==> config.mk <==
export PLATFORM = sky130hd
export DESIGN_NAME = holo_debug_top
export DESIGN_NICKNAME = d
export VERILOG_FILES = /design/src/common/holo_pkg.sv /design/src/seven_seg/seven_seg_scan.sv /design/src/rtl/debug_ctrl.sv /design/src/rtl/probe_select.sv /design/src/rtl/pixel_unpack.sv /design/src/rtl/holo_debug_top.sv
export SDC_FILE = /design/constraint.sdc
export NUM_CORES = 1
export LEC_CHECK = 0
export ABC_CLOCK_PERIOD_IN_PS = 6200
export BUFFER_PORTS_ARGS = -buffer_cell sky130_fd_sc_hd__buf_2
export CORE_UTILIZATION = 35
export DETAILED_ROUTE_END_ITERATION = 8
export GPL_ROUTABILITY_DRIVEN = 0
export PLACE_DENSITY = 0.59
export SYNTH_ARGS = -nofsm -noshare
export SYNTH_HDL_FRONTEND = slang
export SYNTH_SLANG_ARGS = --single-unit
==> constraint.sdc <==
create_clock -name clk_100_passthrough -period 6.2 [get_ports clk_100_passthrough]
set_clock_uncertainty 0.15 [all_clocks]
set_input_delay 0.93 -clock clk_100_passthrough [delete_from_list [all_inputs] [get_ports clk_100_passthrough]]
set_output_delay 0.93 -clock clk_100_passthrough [all_outputs]
set_load 0.05 [all_outputs]
==> src/common/holo_pkg.sv <==
// sized for a 320x180 framebuffer; SCAN_DIV is small for simulation and too fast for a real display
`default_nettype none

package holo_pkg;

  // framebuffer size in pixels
  localparam int HRES = 320;
  localparam int VRES = 180;

  // video timing counter widths
  localparam int HCOUNT_W = 11;
  localparam int VCOUNT_W = 10;

  // rgb565 in, 8-bit channels out
  localparam int PIXEL_W = 16;
  localparam int CHAN_W  = 8;

  // mid gray, shown when no pixel is taken from the stream
  localparam logic [PIXEL_W-1:0] GRAY_PIXEL = 16'h8410;

  // vertex coordinate, signed with 14 fraction bits
  localparam int COORD_W = 16;
  // 3 vertices of 3 coordinates each
  localparam int TABLE_DIM = 3;
  // element [v][c] at bit (v*3 + c)*16, [0][0] in the low word
  localparam logic [TABLE_DIM*TABLE_DIM*COORD_W-1:0] VERTEX_TABLE =
    144'h2000e000e0002000e0002000200020002000;

  // triangle fetch
  localparam int NUM_TRI  = 12;
  localparam int TRI_ID_W = 17;

  // display value, eight hex digits
  localparam int DISP_W     = 32;
  localparam int NUM_DIGITS = 8;
  localparam int DIGIT_W    = $clog2(NUM_DIGITS);

  // clocks per digit in the scanner
  localparam int SCAN_DIV   = 64;
  localparam int SCAN_CNT_W = $clog2(SCAN_DIV);

  // probe code taken from sw[15:10]
  localparam int PROBE_W = 6;

  typedef enum logic {
    FETCH_IDLE,
    FETCH_ISSUE
  } fetch_state_e;

  typedef enum logic [PROBE_W-1:0] {
    PROBE_TRI_ID     = 6'd0,
    PROBE_VERTEX     = 6'd1,
    PROBE_TRI_VALID  = 6'd2,
    PROBE_HCOUNT     = 6'd3,
    PROBE_VCOUNT     = 6'd4,
    PROBE_LAST_PIXEL = 6'd5
  } probe_sel_e;

endpackage

`default_nettype wire

==> src/seven_seg/seven_seg_scan.sv <==
// common anode display, anodes and segments active low; one digit lit at a time for SCAN_DIV clocks
`timescale 1ns/1ps
`default_nettype none

module seven_seg_scan (
  input  wire                              clk_100_passthrough,
  input  wire                              recent_reset,
  input  wire  [holo_pkg::DISP_W-1:0]      val_i,
  output logic [holo_pkg::NUM_DIGITS-1:0]  an_o,
  output logic [6:0]                       cat_o
);

  logic [holo_pkg::SCAN_CNT_W-1:0] div_cnt;
  logic [holo_pkg::DIGIT_W-1:0]    digit;

  logic [3:0] nibble;
  // active high, bit 0 = a .. bit 6 = g
  logic [6:0] seg;

  // divider, then step the digit
  always_ff @(posedge clk_100_passthrough) begin
    if (recent_reset) begin
      div_cnt <= '0;
      digit   <= '0;
    end else if (div_cnt == holo_pkg::SCAN_CNT_W'(holo_pkg::SCAN_DIV - 1)) begin
      div_cnt <= '0;
      // wraps after the last digit
      if (digit == holo_pkg::DIGIT_W'(holo_pkg::NUM_DIGITS - 1)) begin
        digit <= '0;
      end else begin
        digit <= digit + 1'b1;
      end
    end else begin
      div_cnt <= div_cnt + 1'b1;
    end
  end

  // only the current anode low
  assign an_o = ~(holo_pkg::NUM_DIGITS'(1) << digit);

  // nibble for this digit, digit 0 = lowest
  assign nibble = val_i[digit*4 +: 4];

  // hex decode
  always_comb begin
    case (nibble)
      4'h0: seg = 7'h3f;
      4'h1: seg = 7'h06;
      4'h2: seg = 7'h5b;
      4'h3: seg = 7'h4f;
      4'h4: seg = 7'h66;
      4'h5: seg = 7'h6d;
      4'h6: seg = 7'h7d;
      4'h7: seg = 7'h07;
      4'h8: seg = 7'h7f;
      4'h9: seg = 7'h6f;
      4'ha: seg = 7'h77;
      4'hb: seg = 7'h7c;
      4'hc: seg = 7'h39;
      4'hd: seg = 7'h5e;
      4'he: seg = 7'h79;
      default: seg = 7'h71;
    endcase
  end

  assign cat_o = ~seg;

endmodule

`default_nettype wire

==> src/rtl/debug_ctrl.sv <==
// buttons are sampled once before edge detection, so no debounce; steps while not ready are dropped
`timescale 1ns/1ps
`default_nettype none

module debug_ctrl (
  input  wire                            clk_100_passthrough,
  input  wire                            recent_reset,
  input  wire  [3:0]                     btn_i,
  input  wire                            raster_ready_i,
  output logic                           tri_valid_o,
  output logic [holo_pkg::TRI_ID_W-1:0]  tri_id_o,
  output logic                           clear_o
);

  // bit 0 step, bit 1 clear
  logic [1:0] btn_q;
  logic [1:0] btn_prev;
  logic [1:0] btn_edge;

  logic step_edge;
  logic clear_edge;

  holo_pkg::fetch_state_e state;

  // id after the current one, wrapping at NUM_TRI
  logic [holo_pkg::TRI_ID_W-1:0] tri_id_next;

  // sample, keep previous level, then register the rise
  always_ff @(posedge clk_100_passthrough) begin
    if (recent_reset) begin
      btn_q    <= '0;
      btn_prev <= '0;
      btn_edge <= '0;
    end else begin
      btn_q    <= btn_i[2:1];
      btn_prev <= btn_q;
      btn_edge <= btn_q & ~btn_prev;
    end
  end

  assign step_edge  = btn_edge[0];
  assign clear_edge = btn_edge[1];

  always_comb begin
    if (tri_id_o == holo_pkg::TRI_ID_W'(holo_pkg::NUM_TRI - 1)) begin
      tri_id_next = '0;
    end else begin
      tri_id_next = tri_id_o + 1'b1;
    end
  end

  // fetch FSM
  always_ff @(posedge clk_100_passthrough) begin
    if (recent_reset) begin
      state    <= holo_pkg::FETCH_IDLE;
      tri_id_o <= '0;
    end else begin
      case (state)
        holo_pkg::FETCH_IDLE: begin
          // id moves together with the entry into issue
          if (step_edge && raster_ready_i) begin
            state    <= holo_pkg::FETCH_ISSUE;
            tri_id_o <= tri_id_next;
          end
        end
        // single valid cycle
        holo_pkg::FETCH_ISSUE: begin
          state <= holo_pkg::FETCH_IDLE;
        end
        default: begin
          state <= holo_pkg::FETCH_IDLE;
        end
      endcase
    end
  end

  assign tri_valid_o = (state == holo_pkg::FETCH_ISSUE);

  // clear leaves as the raw edge pulse
  assign clear_o = clear_edge;

endmodule

`default_nettype wire

==> src/rtl/probe_select.sv <==
// probe codes above 5 show zero; a vertex or coordinate field of 3 keeps the last vertex value
`timescale 1ns/1ps
`default_nettype none

module probe_select (
  input  wire                            clk_100_passthrough,
  input  wire                            recent_reset,
  input  wire  [15:0]                    sw_i,
  input  wire  [holo_pkg::TRI_ID_W-1:0]  tri_id_i,
  input  wire                            tri_valid_i,
  input  wire  [holo_pkg::HCOUNT_W-1:0]  hcount_i,
  input  wire  [holo_pkg::VCOUNT_W-1:0]  vcount_i,
  input  wire  [holo_pkg::PIXEL_W-1:0]   last_pixel_i,
  output logic [holo_pkg::DISP_W-1:0]    disp_val_o
);

  // switch fields
  logic [1:0] vtx_sel;
  logic [1:0] crd_sel;
  logic [3:0] elem_idx;

  holo_pkg::probe_sel_e probe_sel;

  // selected coordinate, one cycle behind the switches
  logic [holo_pkg::COORD_W-1:0] vertex_q;

  assign vtx_sel = sw_i[3:2];
  assign crd_sel = sw_i[5:4];

  // flat table position
  assign elem_idx = 4'(vtx_sel) * 4'(holo_pkg::TABLE_DIM) + 4'(crd_sel);

  assign probe_sel = holo_pkg::probe_sel_e'(sw_i[15:10]);

  always_ff @(posedge clk_100_passthrough) begin
    if (recent_reset) begin
      vertex_q <= '0;
    end else if (vtx_sel < 2'(holo_pkg::TABLE_DIM) &&
                 crd_sel < 2'(holo_pkg::TABLE_DIM)) begin
      vertex_q <= holo_pkg::VERTEX_TABLE[elem_idx*holo_pkg::COORD_W +: holo_pkg::COORD_W];
    end
  end

  // display register, all values zero-extended
  always_ff @(posedge clk_100_passthrough) begin
    if (recent_reset) begin
      disp_val_o <= '0;
    end else begin
      case (probe_sel)
        holo_pkg::PROBE_TRI_ID:     disp_val_o <= holo_pkg::DISP_W'(tri_id_i);
        holo_pkg::PROBE_VERTEX:     disp_val_o <= holo_pkg::DISP_W'(vertex_q);
        holo_pkg::PROBE_TRI_VALID:  disp_val_o <= holo_pkg::DISP_W'(tri_valid_i);
        holo_pkg::PROBE_HCOUNT:     disp_val_o <= holo_pkg::DISP_W'(hcount_i);
        holo_pkg::PROBE_VCOUNT:     disp_val_o <= holo_pkg::DISP_W'(vcount_i);
        holo_pkg::PROBE_LAST_PIXEL: disp_val_o <= holo_pkg::DISP_W'(last_pixel_i);
        // unused codes
        default:                    disp_val_o <= '0;
      endcase
    end
  end

endmodule

`default_nettype wire

==> src/rtl/pixel_unpack.sv <==
// ready is combinational from the counters; the source must not present data while ready is low
`timescale 1ns/1ps
`default_nettype none

module pixel_unpack (
  input  wire                            clk_100_passthrough,
  input  wire                            recent_reset,
  input  wire  [holo_pkg::HCOUNT_W-1:0]  hcount_i,
  input  wire  [holo_pkg::VCOUNT_W-1:0]  vcount_i,
  input  wire                            active_draw_i,
  input  wire                            fb_tvalid_i,
  input  wire  [holo_pkg::PIXEL_W-1:0]   fb_tdata_i,
  input  wire                            fb_tlast_i,
  output logic                           fb_tready_o,
  output logic [holo_pkg::CHAN_W-1:0]    red_o,
  output logic [holo_pkg::CHAN_W-1:0]    green_o,
  output logic [holo_pkg::CHAN_W-1:0]    blue_o,
  output logic [holo_pkg::PIXEL_W-1:0]   last_pixel_o
);

  logic                          accept;
  logic [holo_pkg::PIXEL_W-1:0]  pixel;

  // last pixel only at the final position of an active frame
  assign fb_tready_o = fb_tlast_i ?
    (active_draw_i &&
     hcount_i == holo_pkg::HCOUNT_W'(holo_pkg::HRES - 1) &&
     vcount_i == holo_pkg::VCOUNT_W'(holo_pkg::VRES - 1)) :
    (hcount_i < holo_pkg::HCOUNT_W'(holo_pkg::HRES) &&
     vcount_i < holo_pkg::VCOUNT_W'(holo_pkg::VRES));

  assign accept = fb_tvalid_i && fb_tready_o;
  // gray when nothing is taken
  assign pixel  = accept ? fb_tdata_i : holo_pkg::GRAY_PIXEL;

  // 565 to 888, low bits zero
  always_ff @(posedge clk_100_passthrough) begin
    if (recent_reset) begin
      red_o   <= {holo_pkg::GRAY_PIXEL[15:11], 3'b0};
      green_o <= {holo_pkg::GRAY_PIXEL[10:5], 2'b0};
      blue_o  <= {holo_pkg::GRAY_PIXEL[4:0], 3'b0};
    end else begin
      red_o   <= {pixel[15:11], 3'b0};
      green_o <= {pixel[10:5], 2'b0};
      blue_o  <= {pixel[4:0], 3'b0};
    end
  end

  // kept for the display probe
  always_ff @(posedge clk_100_passthrough) begin
    if (recent_reset) begin
      last_pixel_o <= '0;
    end else if (accept) begin
      last_pixel_o <= fb_tdata_i;
    end
  end

endmodule

`default_nettype wire

==> src/rtl/holo_debug_top.sv <==
// single clock domain; pixel stream source must honor fb_tready_o as there is no back-pressure
`timescale 1ns/1ps
`default_nettype none

module holo_debug_top (
  input  wire                              clk_100_passthrough,
  input  wire                              recent_reset,
  // buttons and switches
  input  wire  [3:0]                       btn_i,
  input  wire  [15:0]                      sw_i,
  input  wire                              raster_ready_i,
  // video timing
  input  wire  [holo_pkg::HCOUNT_W-1:0]    hcount_i,
  input  wire  [holo_pkg::VCOUNT_W-1:0]    vcount_i,
  input  wire                              active_draw_i,
  // framebuffer stream
  input  wire                              fb_tvalid_i,
  input  wire  [holo_pkg::PIXEL_W-1:0]     fb_tdata_i,
  input  wire                              fb_tlast_i,
  // triangle fetch
  output logic                             tri_valid_o,
  output logic [holo_pkg::TRI_ID_W-1:0]    tri_id_o,
  output logic                             clear_o,
  // pixel readout
  output logic                             fb_tready_o,
  output logic [holo_pkg::CHAN_W-1:0]      red_o,
  output logic [holo_pkg::CHAN_W-1:0]      green_o,
  output logic [holo_pkg::CHAN_W-1:0]      blue_o,
  // display, active low
  output logic [holo_pkg::NUM_DIGITS-1:0]  an_o,
  output logic [6:0]                       cat_o
);

  // last accepted pixel, for the probe
  logic [holo_pkg::PIXEL_W-1:0] last_pixel;
  // value on the display
  logic [holo_pkg::DISP_W-1:0]  disp_val;

  // buttons and triangle stepping
  debug_ctrl debug_ctrl_i (
    .clk_100_passthrough (clk_100_passthrough),
    .recent_reset        (recent_reset),
    .btn_i               (btn_i),
    .raster_ready_i      (raster_ready_i),
    .tri_valid_o         (tri_valid_o),
    .tri_id_o            (tri_id_o),
    .clear_o             (clear_o)
  );

  // framebuffer readout
  pixel_unpack pixel_unpack_i (
    .clk_100_passthrough (clk_100_passthrough),
    .recent_reset        (recent_reset),
    .hcount_i            (hcount_i),
    .vcount_i            (vcount_i),
    .active_draw_i       (active_draw_i),
    .fb_tvalid_i         (fb_tvalid_i),
    .fb_tdata_i          (fb_tdata_i),
    .fb_tlast_i          (fb_tlast_i),
    .fb_tready_o         (fb_tready_o),
    .red_o               (red_o),
    .green_o             (green_o),
    .blue_o              (blue_o),
    .last_pixel_o        (last_pixel)
  );

  // probe mux, fed by the two blocks above
  probe_select probe_select_i (
    .clk_100_passthrough (clk_100_passthrough),
    .recent_reset        (recent_reset),
    .sw_i                (sw_i),
    .tri_id_i            (tri_id_o),
    .tri_valid_i         (tri_valid_o),
    .hcount_i            (hcount_i),
    .vcount_i            (vcount_i),
    .last_pixel_i        (last_pixel),
    .disp_val_o          (disp_val)
  );

  // eight digit scanner
  seven_seg_scan seven_seg_scan_i (
    .clk_100_passthrough (clk_100_passthrough),
    .recent_reset        (recent_reset),
    .val_i               (disp_val),
    .an_o                (an_o),
    .cat_o               (cat_o)
  );

endmodule

`default_nettype wire

==> metrics.cfg, run 1 <==
[run_status]
outcome = complete, no violations

[clocking]
hold_buffers = 0
ctsResizeCount = 0
cts_made_buffers = 9
cts_num_sinks = 84
h-tree-depth = 3
insertion_delay_ns = 0.33
cts_tree = built
root_buffer = clkbuf_16
path_clk_slew_ns = 0.06
cts_setup_buffers = 0
clk_path_buf_depth = 2

[critical_path]
critPathKind = reg2out
cpMostUsedCell = o21ai_0
worstPathRequired_ns = 5.12
r2r_cells = 4
slowest_delay_ns = 0.62
path_cells = mux2i_1 -> o21ai_0 -> o21ai_0 -> inv_1 -> ha_1 -> mux2_2 -> nand2_1 -> o311ai_0 -> buf_2
start_kind = register
path_max_fanout = 11
crit_path_end_kind = output port
arrival_ns = 3.03
cp_slowest_cell = o21ai_0

[finish]
num-fill-cells = 1105
antenna_cells = 0
final_area_um2 = 4930
drive_above_1_share_pct = 24.6
area_growth_pct = 22.4
fin_util_pct = 44.7
nNetsFinal = 615
stdcell_count = 677

[floorplan]
core_area_um2 = 11000
dieHeight_um = 109
row_count = 38
initial_core_util_pct = 36.5
ios = 122
die_w_um = 109
dieArea_um2 = 11900

[timing]
tightest_slew_ns = 1.24
setup_ws_ns = 2.09
setup_viol = 0
max_slew_margin_pct = 17.0
tns_ns = 0
rsz0062_at_grt = no
max_freq_ghz = 0.243
period_needed_ns = 4.11
drv_slew = 0
finalHoldWorstSlack_ns = 0.230
period_share_pct = 66.3
finalHoldViolCount = 0

[global_routing]
grt_max_degree = 39
grt_pass1_wl_mm = 16.9
track_usage_pct = 18.5
grt_pass1_vias = 3292
antenna_found_initial = 0
grt.overflow.total = 0

[logic_synthesis]
ys_types = 57
yosys.area.top_type_share_pct = 41.7
ys_seq_elements = 84
synth_area_leaders = dfxtp_1 42%, ha_1 5.3%, a21oi_1 4.0%
syn_area_per_cell_um2 = 9.24
ys_warn_count = 0
synth_edf_count = 0
synthFlopType = dfxtp_1
syn_area_um2 = 4030
synth_cells = 436
postSynth.asyncResetShare_pct = 0
yosysSeqAreaShare_pct = 41.7
synth_top_cell_by_area = dfxtp_1

[drt]
vias = 3537
ant_nets = 0
wl_per_cell_um = 15.4
drt_iter0_drc = 274
dr_wl_met3_um = 573
viasPerCell = 5.22
drt-met1-wl_mm = 4.96
dr.pass1.iters = 4
wl_mm = 10.4
highest_layer = met4
met2_length_mm = 4.84
drc_errors = 0

[power]
pwr-share-comb_pct = 6.7
p_sw_share_pct = 21.9
internal-power_mw = 0.936
p_per_area_nw_per_um2 = 243
p_seq_share_pct = 45.8
switchingPower_mw = 0.262
p_total_mw = 1.20
clkPwrFrac_pct = 47.5
vdd_ir_drop_max_v = 0.000127
p_leak_nw = 1.93

[place]
dpl.hpwl_mm = 7.81
place_ws_ns = 2.51
port_buffers = 105
dp_cells = 662
postPlaceCellArea_um2 = 4620

[worst_hold_path]
min_path_type = reg2reg
min_path_cells = 1

[run]
maxCapViolCount = 0

## power groups by stage
stage	combinational [mW]	sequential [mW]	clock, mW
after floorplan	0.0491	0.563	0
after global placement	0.0782	0.561	0
after detailed placement	0.0800	0.561	0
after CTS	0.0801	0.549	0.583
after global routing	0.0887	0.549	0.608
final	0.0801	0.549	0.569
## state kept, by name, summed over array words and instances, names as in the netlist
| register | cells |
|---|---|
| pixel_unpack_i.red_o | 5 |
| probe_select_i.disp_val_o | 17 |
| debug_ctrl_i.tri_valid_o | 1 |
| seven_seg_scan_i.div_cnt | 6 |
| seven_seg_scan_i.digit | 3 |
| debug_ctrl_i.tri_id_o | 17 |
| debug_ctrl_i.btn_edge | 2 |
| debug_ctrl_i.btn_q | 2 |
| debug_ctrl_i.btn_prev | 2 |
| pixel_unpack_i.last_pixel_o | 16 |
| pixel_unpack_i.blue_o | 5 |
| probe_select_i.vertex_q | 2 |
| pixel_unpack_i.green_o | 6 |
## worst max-delay path, delay by kind of cell (launching register included)
family | cells | cell delay [ns]
muxes | 2 | 0.51
buffers and inverters | 2 | 0.40
DFF | 1 | 0.59
and+or+nand+nor | 1 | 0.06
adders and majority gates | 1 | 0.29
AOI/OAI and AO/OA | 3 | 0.85
## layer usage
layer / track usage, % / up-vias
met5: 0 / -
met4: 5.14 / 0
met3: 3.14 / 4
met2: 29.6 / 124
met1: 25.6 / 1657
li1: - / 1752
## kinds of logic (layout without fill, tap and decap cells)
kind of cell	count (synthesis)	count (layout)	share of synthesized area (%)
AND/OR/NAND/NOR	155	155	21.8
flip-flops	84	84	41.7
adder cells (fa/ha/maj)	19	19	6.27
other	1	8	0.0930
AO/OA/AOI/OAI	106	106	17.4
multiplexers	13	13	4.53
XOR/XNOR	13	13	2.83
buffers and inverters	45	139	5.31
## cells in the mapped netlist, drive strengths merged (7+ instances only)
| cell | number |
|---|---|
| nor3 | 11 |
| inv | 17 |
| buf | 16 |
| xnor2 | 8 |
| o2bb2ai | 10 |
| mux2i | 7 |
| o21ai | 17 |
| a22oi | 21 |
| dfxtp | 84 |
| nor2 | 29 |
| nand3 | 10 |
| and2 | 13 |
| a21oi | 32 |
| nor2b | 7 |
| ha | 17 |
| nand4 | 12 |
| nand2b | 14 |
| nand2 | 23 |
| or3 | 9 |
| clkbuf | 11 |
## final timing paths
| path | startpoint | to | slack, ns |
|---|---|---|---|
| worst max-delay path | seven_seg_scan_i.digit[1]$_SDFFE_PP0P_ | cat_o[6] | 2.09 |
| worst min-delay path | debug_ctrl_i.btn_prev[0]$_SDFF_PP0_ | debug_ctrl_i.btn_edge[0]$_SDFF_PP0_ | 0.23 |
| worst max register to register | debug_ctrl_i.tri_id_o[3]$_SDFFE_PP0P_ | probe_select_i.disp_val_o[16]$_SDFF_PP0_ | 3.76 |
| worst min register to register | debug_ctrl_i.btn_prev[0]$_SDFF_PP0_ | debug_ctrl_i.btn_edge[0]$_SDFF_PP0_ | 0.23 |
## layout by cell type, fill, tap and decap left out, types with 5 or more instances in the layout
master / n
a21oi_1: 32
a22oi_1: 21
a2bb2oi_1: 5
and2_1: 13
buf_2: 105
clkbuf_16: 9
conb_1: 8
dfxtp_1: 84
ha_1: 17
inv_1: 17
mux2i_1: 7
nand2_1: 23
nand2b_1: 14
nand3_1: 10
nand3b_1: 5
nand4_1: 12
nor2_1: 29
nor2b_1: 7
nor3_1: 10
o21ai_0: 16
o2bb2ai_1: 10
o31ai_1: 6
or3_1: 9
xnor2_1: 8
xor2_1: 5
## cell type report
| cell class | count | area (um2) | share of cell area (%) |
|---|---|---|---|
| Clock inverter | 4 | 73.8 | 1.50 |
| Inverter | 18 | 67.6 | 1.37 |
| Tap cell | 140 | 175 | 3.55 |
| Multi-Input combinational cell | 314 | 2160 | 43.8 |
| Sequential cell | 84 | 1680 | 34.1 |
| Timing Repair Buffer | 106 | 533 | 10.8 |
| Clock buffer | 11 | 243 | 4.92 |
Power figures use the tool's default switching activity.
==> inputs of run 2 (changes only) <==
ABC_CLOCK_PERIOD_IN_PS = 3400   (was 6200)
PLACE_DENSITY = 0.61   (was 0.59)
clock period = 3.4 ns   (was 6.2 ns; I/O delays follow)
==> metrics.cfg, run 2 (synthesized netlist as in run 1, its figures left out) <==
[clocking]
cts_setup_buffers = 0  ; unchanged
path_clk_slew_ns = 0.06  ; about the same
cts_tree = built
cts_made_buffers = 9  ; unchanged
h-tree-depth = 3  ; unchanged
ctsResizeCount = 0  ; unchanged
root_buffer = clkbuf_16
hold_buffers = 0  ; unchanged
insertion_delay_ns = 0.33  ; about the same
clk_path_buf_depth = 2  ; unchanged
cts_num_sinks = 84  ; unchanged

[drt]
vias = 3593  ; +1.6%
wl_mm = 10.5  ; +0.57%
viasPerCell = 5.25  ; +0.54%
dr.pass1.iters = 5  ; +1
wl_per_cell_um = 15.3  ; -0.45%
drc_errors = 0  ; unchanged
drt_iter0_drc = 235  ; -14%
ant_nets = 0  ; unchanged

[timing]
setup_viol = 0  ; unchanged
finalHoldViolCount = 0  ; unchanged
tns_ns = 0  ; unchanged
period_needed_ns = 3.23
period_share_pct = 95.0
finalHoldWorstSlack_ns = 0.226  ; -0.00418 ns
rsz0062_at_grt = no
max_slew_margin_pct = 38.4  ; +21 points
drv_slew = 0  ; unchanged
tightest_slew_ns = 0.912  ; -0.331 ns
max_freq_ghz = 0.310

[critical_path]
r2r_setup_slack_ns = 1.24  ; -2.52 ns
crit_path_end_kind = output port
crit_cells = 8  ; -1
r2r-end = debug_ctrl_i.tri_id_o[16]$_SDFFE_PP0P_
path_max_fanout = 5  ; -6
path_cells = mux4_2 -> nand2_1 -> inv_1 -> ha_1 -> mux2_2 -> nand2_1 -> o311ai_1 -> buf_2
worstPathRequired_ns = 2.74  ; -2.38 ns
r2r_cells = 5  ; +1
slowest_delay_ns = 0.60  ; -0.02 ns
start_kind = register
cpMostUsedCell = nand2_1
path_buf_inv = 2  ; unchanged
r2r-start = debug_ctrl_i.tri_id_o[0]$_SDFFE_PP0P_
cp_slowest_cell = mux4_2
critPathKind = reg2out
arrival_ns = 2.57  ; -0.46 ns
cpLargestDelayFamily = multiplexers

[power]
internal-power_mw = 1.69  ; +80%
switchingPower_mw = 0.491  ; +87%
pwr-share-comb_pct = 6.8  ; about the same
p_sw_share_pct = 22.5  ; +0.61 points
p_leak_nw = 1.96  ; +1.7%
clkPwrFrac_pct = 47.3  ; -0.2 points
vdd_ir_drop_max_v = 0.000248  ; +95%
p_seq_share_pct = 45.9  ; about the same
p_total_mw = 2.18  ; +82%
p_per_area_nw_per_um2 = 438  ; +80%

[floorplan]
core_area_um2 = 11000  ; unchanged
die_w_um = 109  ; unchanged
dieArea_um2 = 11900  ; unchanged
ios = 122  ; unchanged
row_count = 38  ; unchanged
dieHeight_um = 109  ; unchanged
initial_core_util_pct = 36.5  ; unchanged

[finish]
nNetsFinal = 621  ; +0.98%
fin_util_pct = 45.1  ; +0.40 points
drive_above_1_share_pct = 25.9  ; +1.3 points
biggestRegsByFlops = debug_ctrl_i.tri_id_o x17, probe_select_i.disp_val_o x17, pixel_unpack_i.last_pixel_o x16
area_growth_pct = 23.5
layout_commonest_cell = buf_2
antenna_cells = 0  ; unchanged
final_area_um2 = 4980  ; +0.89%
num-fill-cells = 1080  ; -2.3%
final_cell_mix = 105 x buf_2, 83 x dfxtp_1, 32 x a21oi_1

[global_routing]
antenna_found_initial = 0  ; unchanged
grt_pass1_vias = 3391  ; +3.0%
track_usage_pct = 18.3  ; -0.18 points
grt_max_degree = 39  ; unchanged
grt_pass1_wl_mm = 16.5  ; -2.4%
grt.overflow.total = 0  ; unchanged

[worst_hold_path]
hold_start = fb_tdata_i[10]
worstHoldEndpoint = pixel_unpack_i.green_o[7]$_SDFF_PP1_
min_path_cells = 2  ; +1
min_path_type = in2reg

[place]
postPlaceCellArea_um2 = 4660  ; +0.98%
dpl.hpwl_mm = 8.01  ; +2.6%
port_buffers = 105  ; unchanged

[run]
maxCapViolCount = 0  ; unchanged

[run_status]
outcome = complete, no violations

==> run 2: cell count changes in the layout (fill, tap and decap cells not counted) <==
| cell | previous run | this run |
|---|---|---|
| buf_4 | 1 | 7 |
| clkinv_2 | 1 | 4 |
| clkbuf_1 | 1 | 0 |
| clkbuf_8 | 1 | 0 |
| clkinv_4 | 1 | 0 |
| dfxtp_1 | 84 | 83 |
| dfxtp_2 | 0 | 1 |
| inv_6 | 0 | 1 |
| o21ai_0 | 16 | 15 |
| o21ai_1 | 1 | 2 |
| o311ai_0 | 1 | 0 |
| o311ai_1 | 0 | 1 |
==> run 2: power groups by stage <==
stage / Combinational [mW] / Sequential (mW) / Clock [mW]
after floorplan: 0.0896 / 1.03 / 0
after global placement: 0.145 / 1.02 / 0
after detailed placement: 0.148 / 1.02 / 0
after CTS: 0.148 / 1.00 / 1.05
after global routing: 0.163 / 1.00 / 1.11
final: 0.149 / 1.00 / 1.03
==> run 2: how the worst max path moves through the flow <==
| stage | end | slack (ns) | startpoint |
|---|---|---|---|
| final | cat_o[6] | 0.17 | seven_seg_scan_i.digit[0]$_SDFFE_PP0P_ |
| after global routing | cat_o[6] | 0.02 | seven_seg_scan_i.digit[0]$_SDFFE_PP0P_ |
| after CTS | cat_o[6] | 0.15 | seven_seg_scan_i.digit[0]$_SDFFE_PP0P_ |
| after detailed placement | cat_o[6] | 0.50 | seven_seg_scan_i.digit[0]$_SDFFE_PP0P_ |
| after global placement | cat_o[6] | 0.57 | seven_seg_scan_i.digit[0]$_SDFFE_PP0P_ |
| after floorplan | cat_o[6] | 0.21 | seven_seg_scan_i.digit[0]$_SDFFE_PP0P_ |
==> run 2: final cells by class <==
type / instances / area, um2 / area share, %
multi-input combinational: 314 / 2160 / 43.4
sequential: 84 / 1680 / 33.8
timing repair buffer: 112 / 578 / 11.6
clock buffer: 9 / 225 / 4.52
tap: 140 / 175 / 3.52
clock inverter: 7 / 88.8 / 1.78
inverter: 18 / 67.6 / 1.36
==> run 2: metal layers <==
layer / routed length [um] / global-route usage, %
met1: 4750 / 24.1
met2: 4730 / 29.2
met3: 753 / 2.85
met4: 271 / 8.86
met5: 0 / 0
==> run 2: per-stage QoR <==
step	setup WS, ns	cells
finish	0.170	684
global placement	0.565	668
detailed placement	0.503	668
CTS	0.145	684
global route	0.0177	684
floorplan	0.214	443
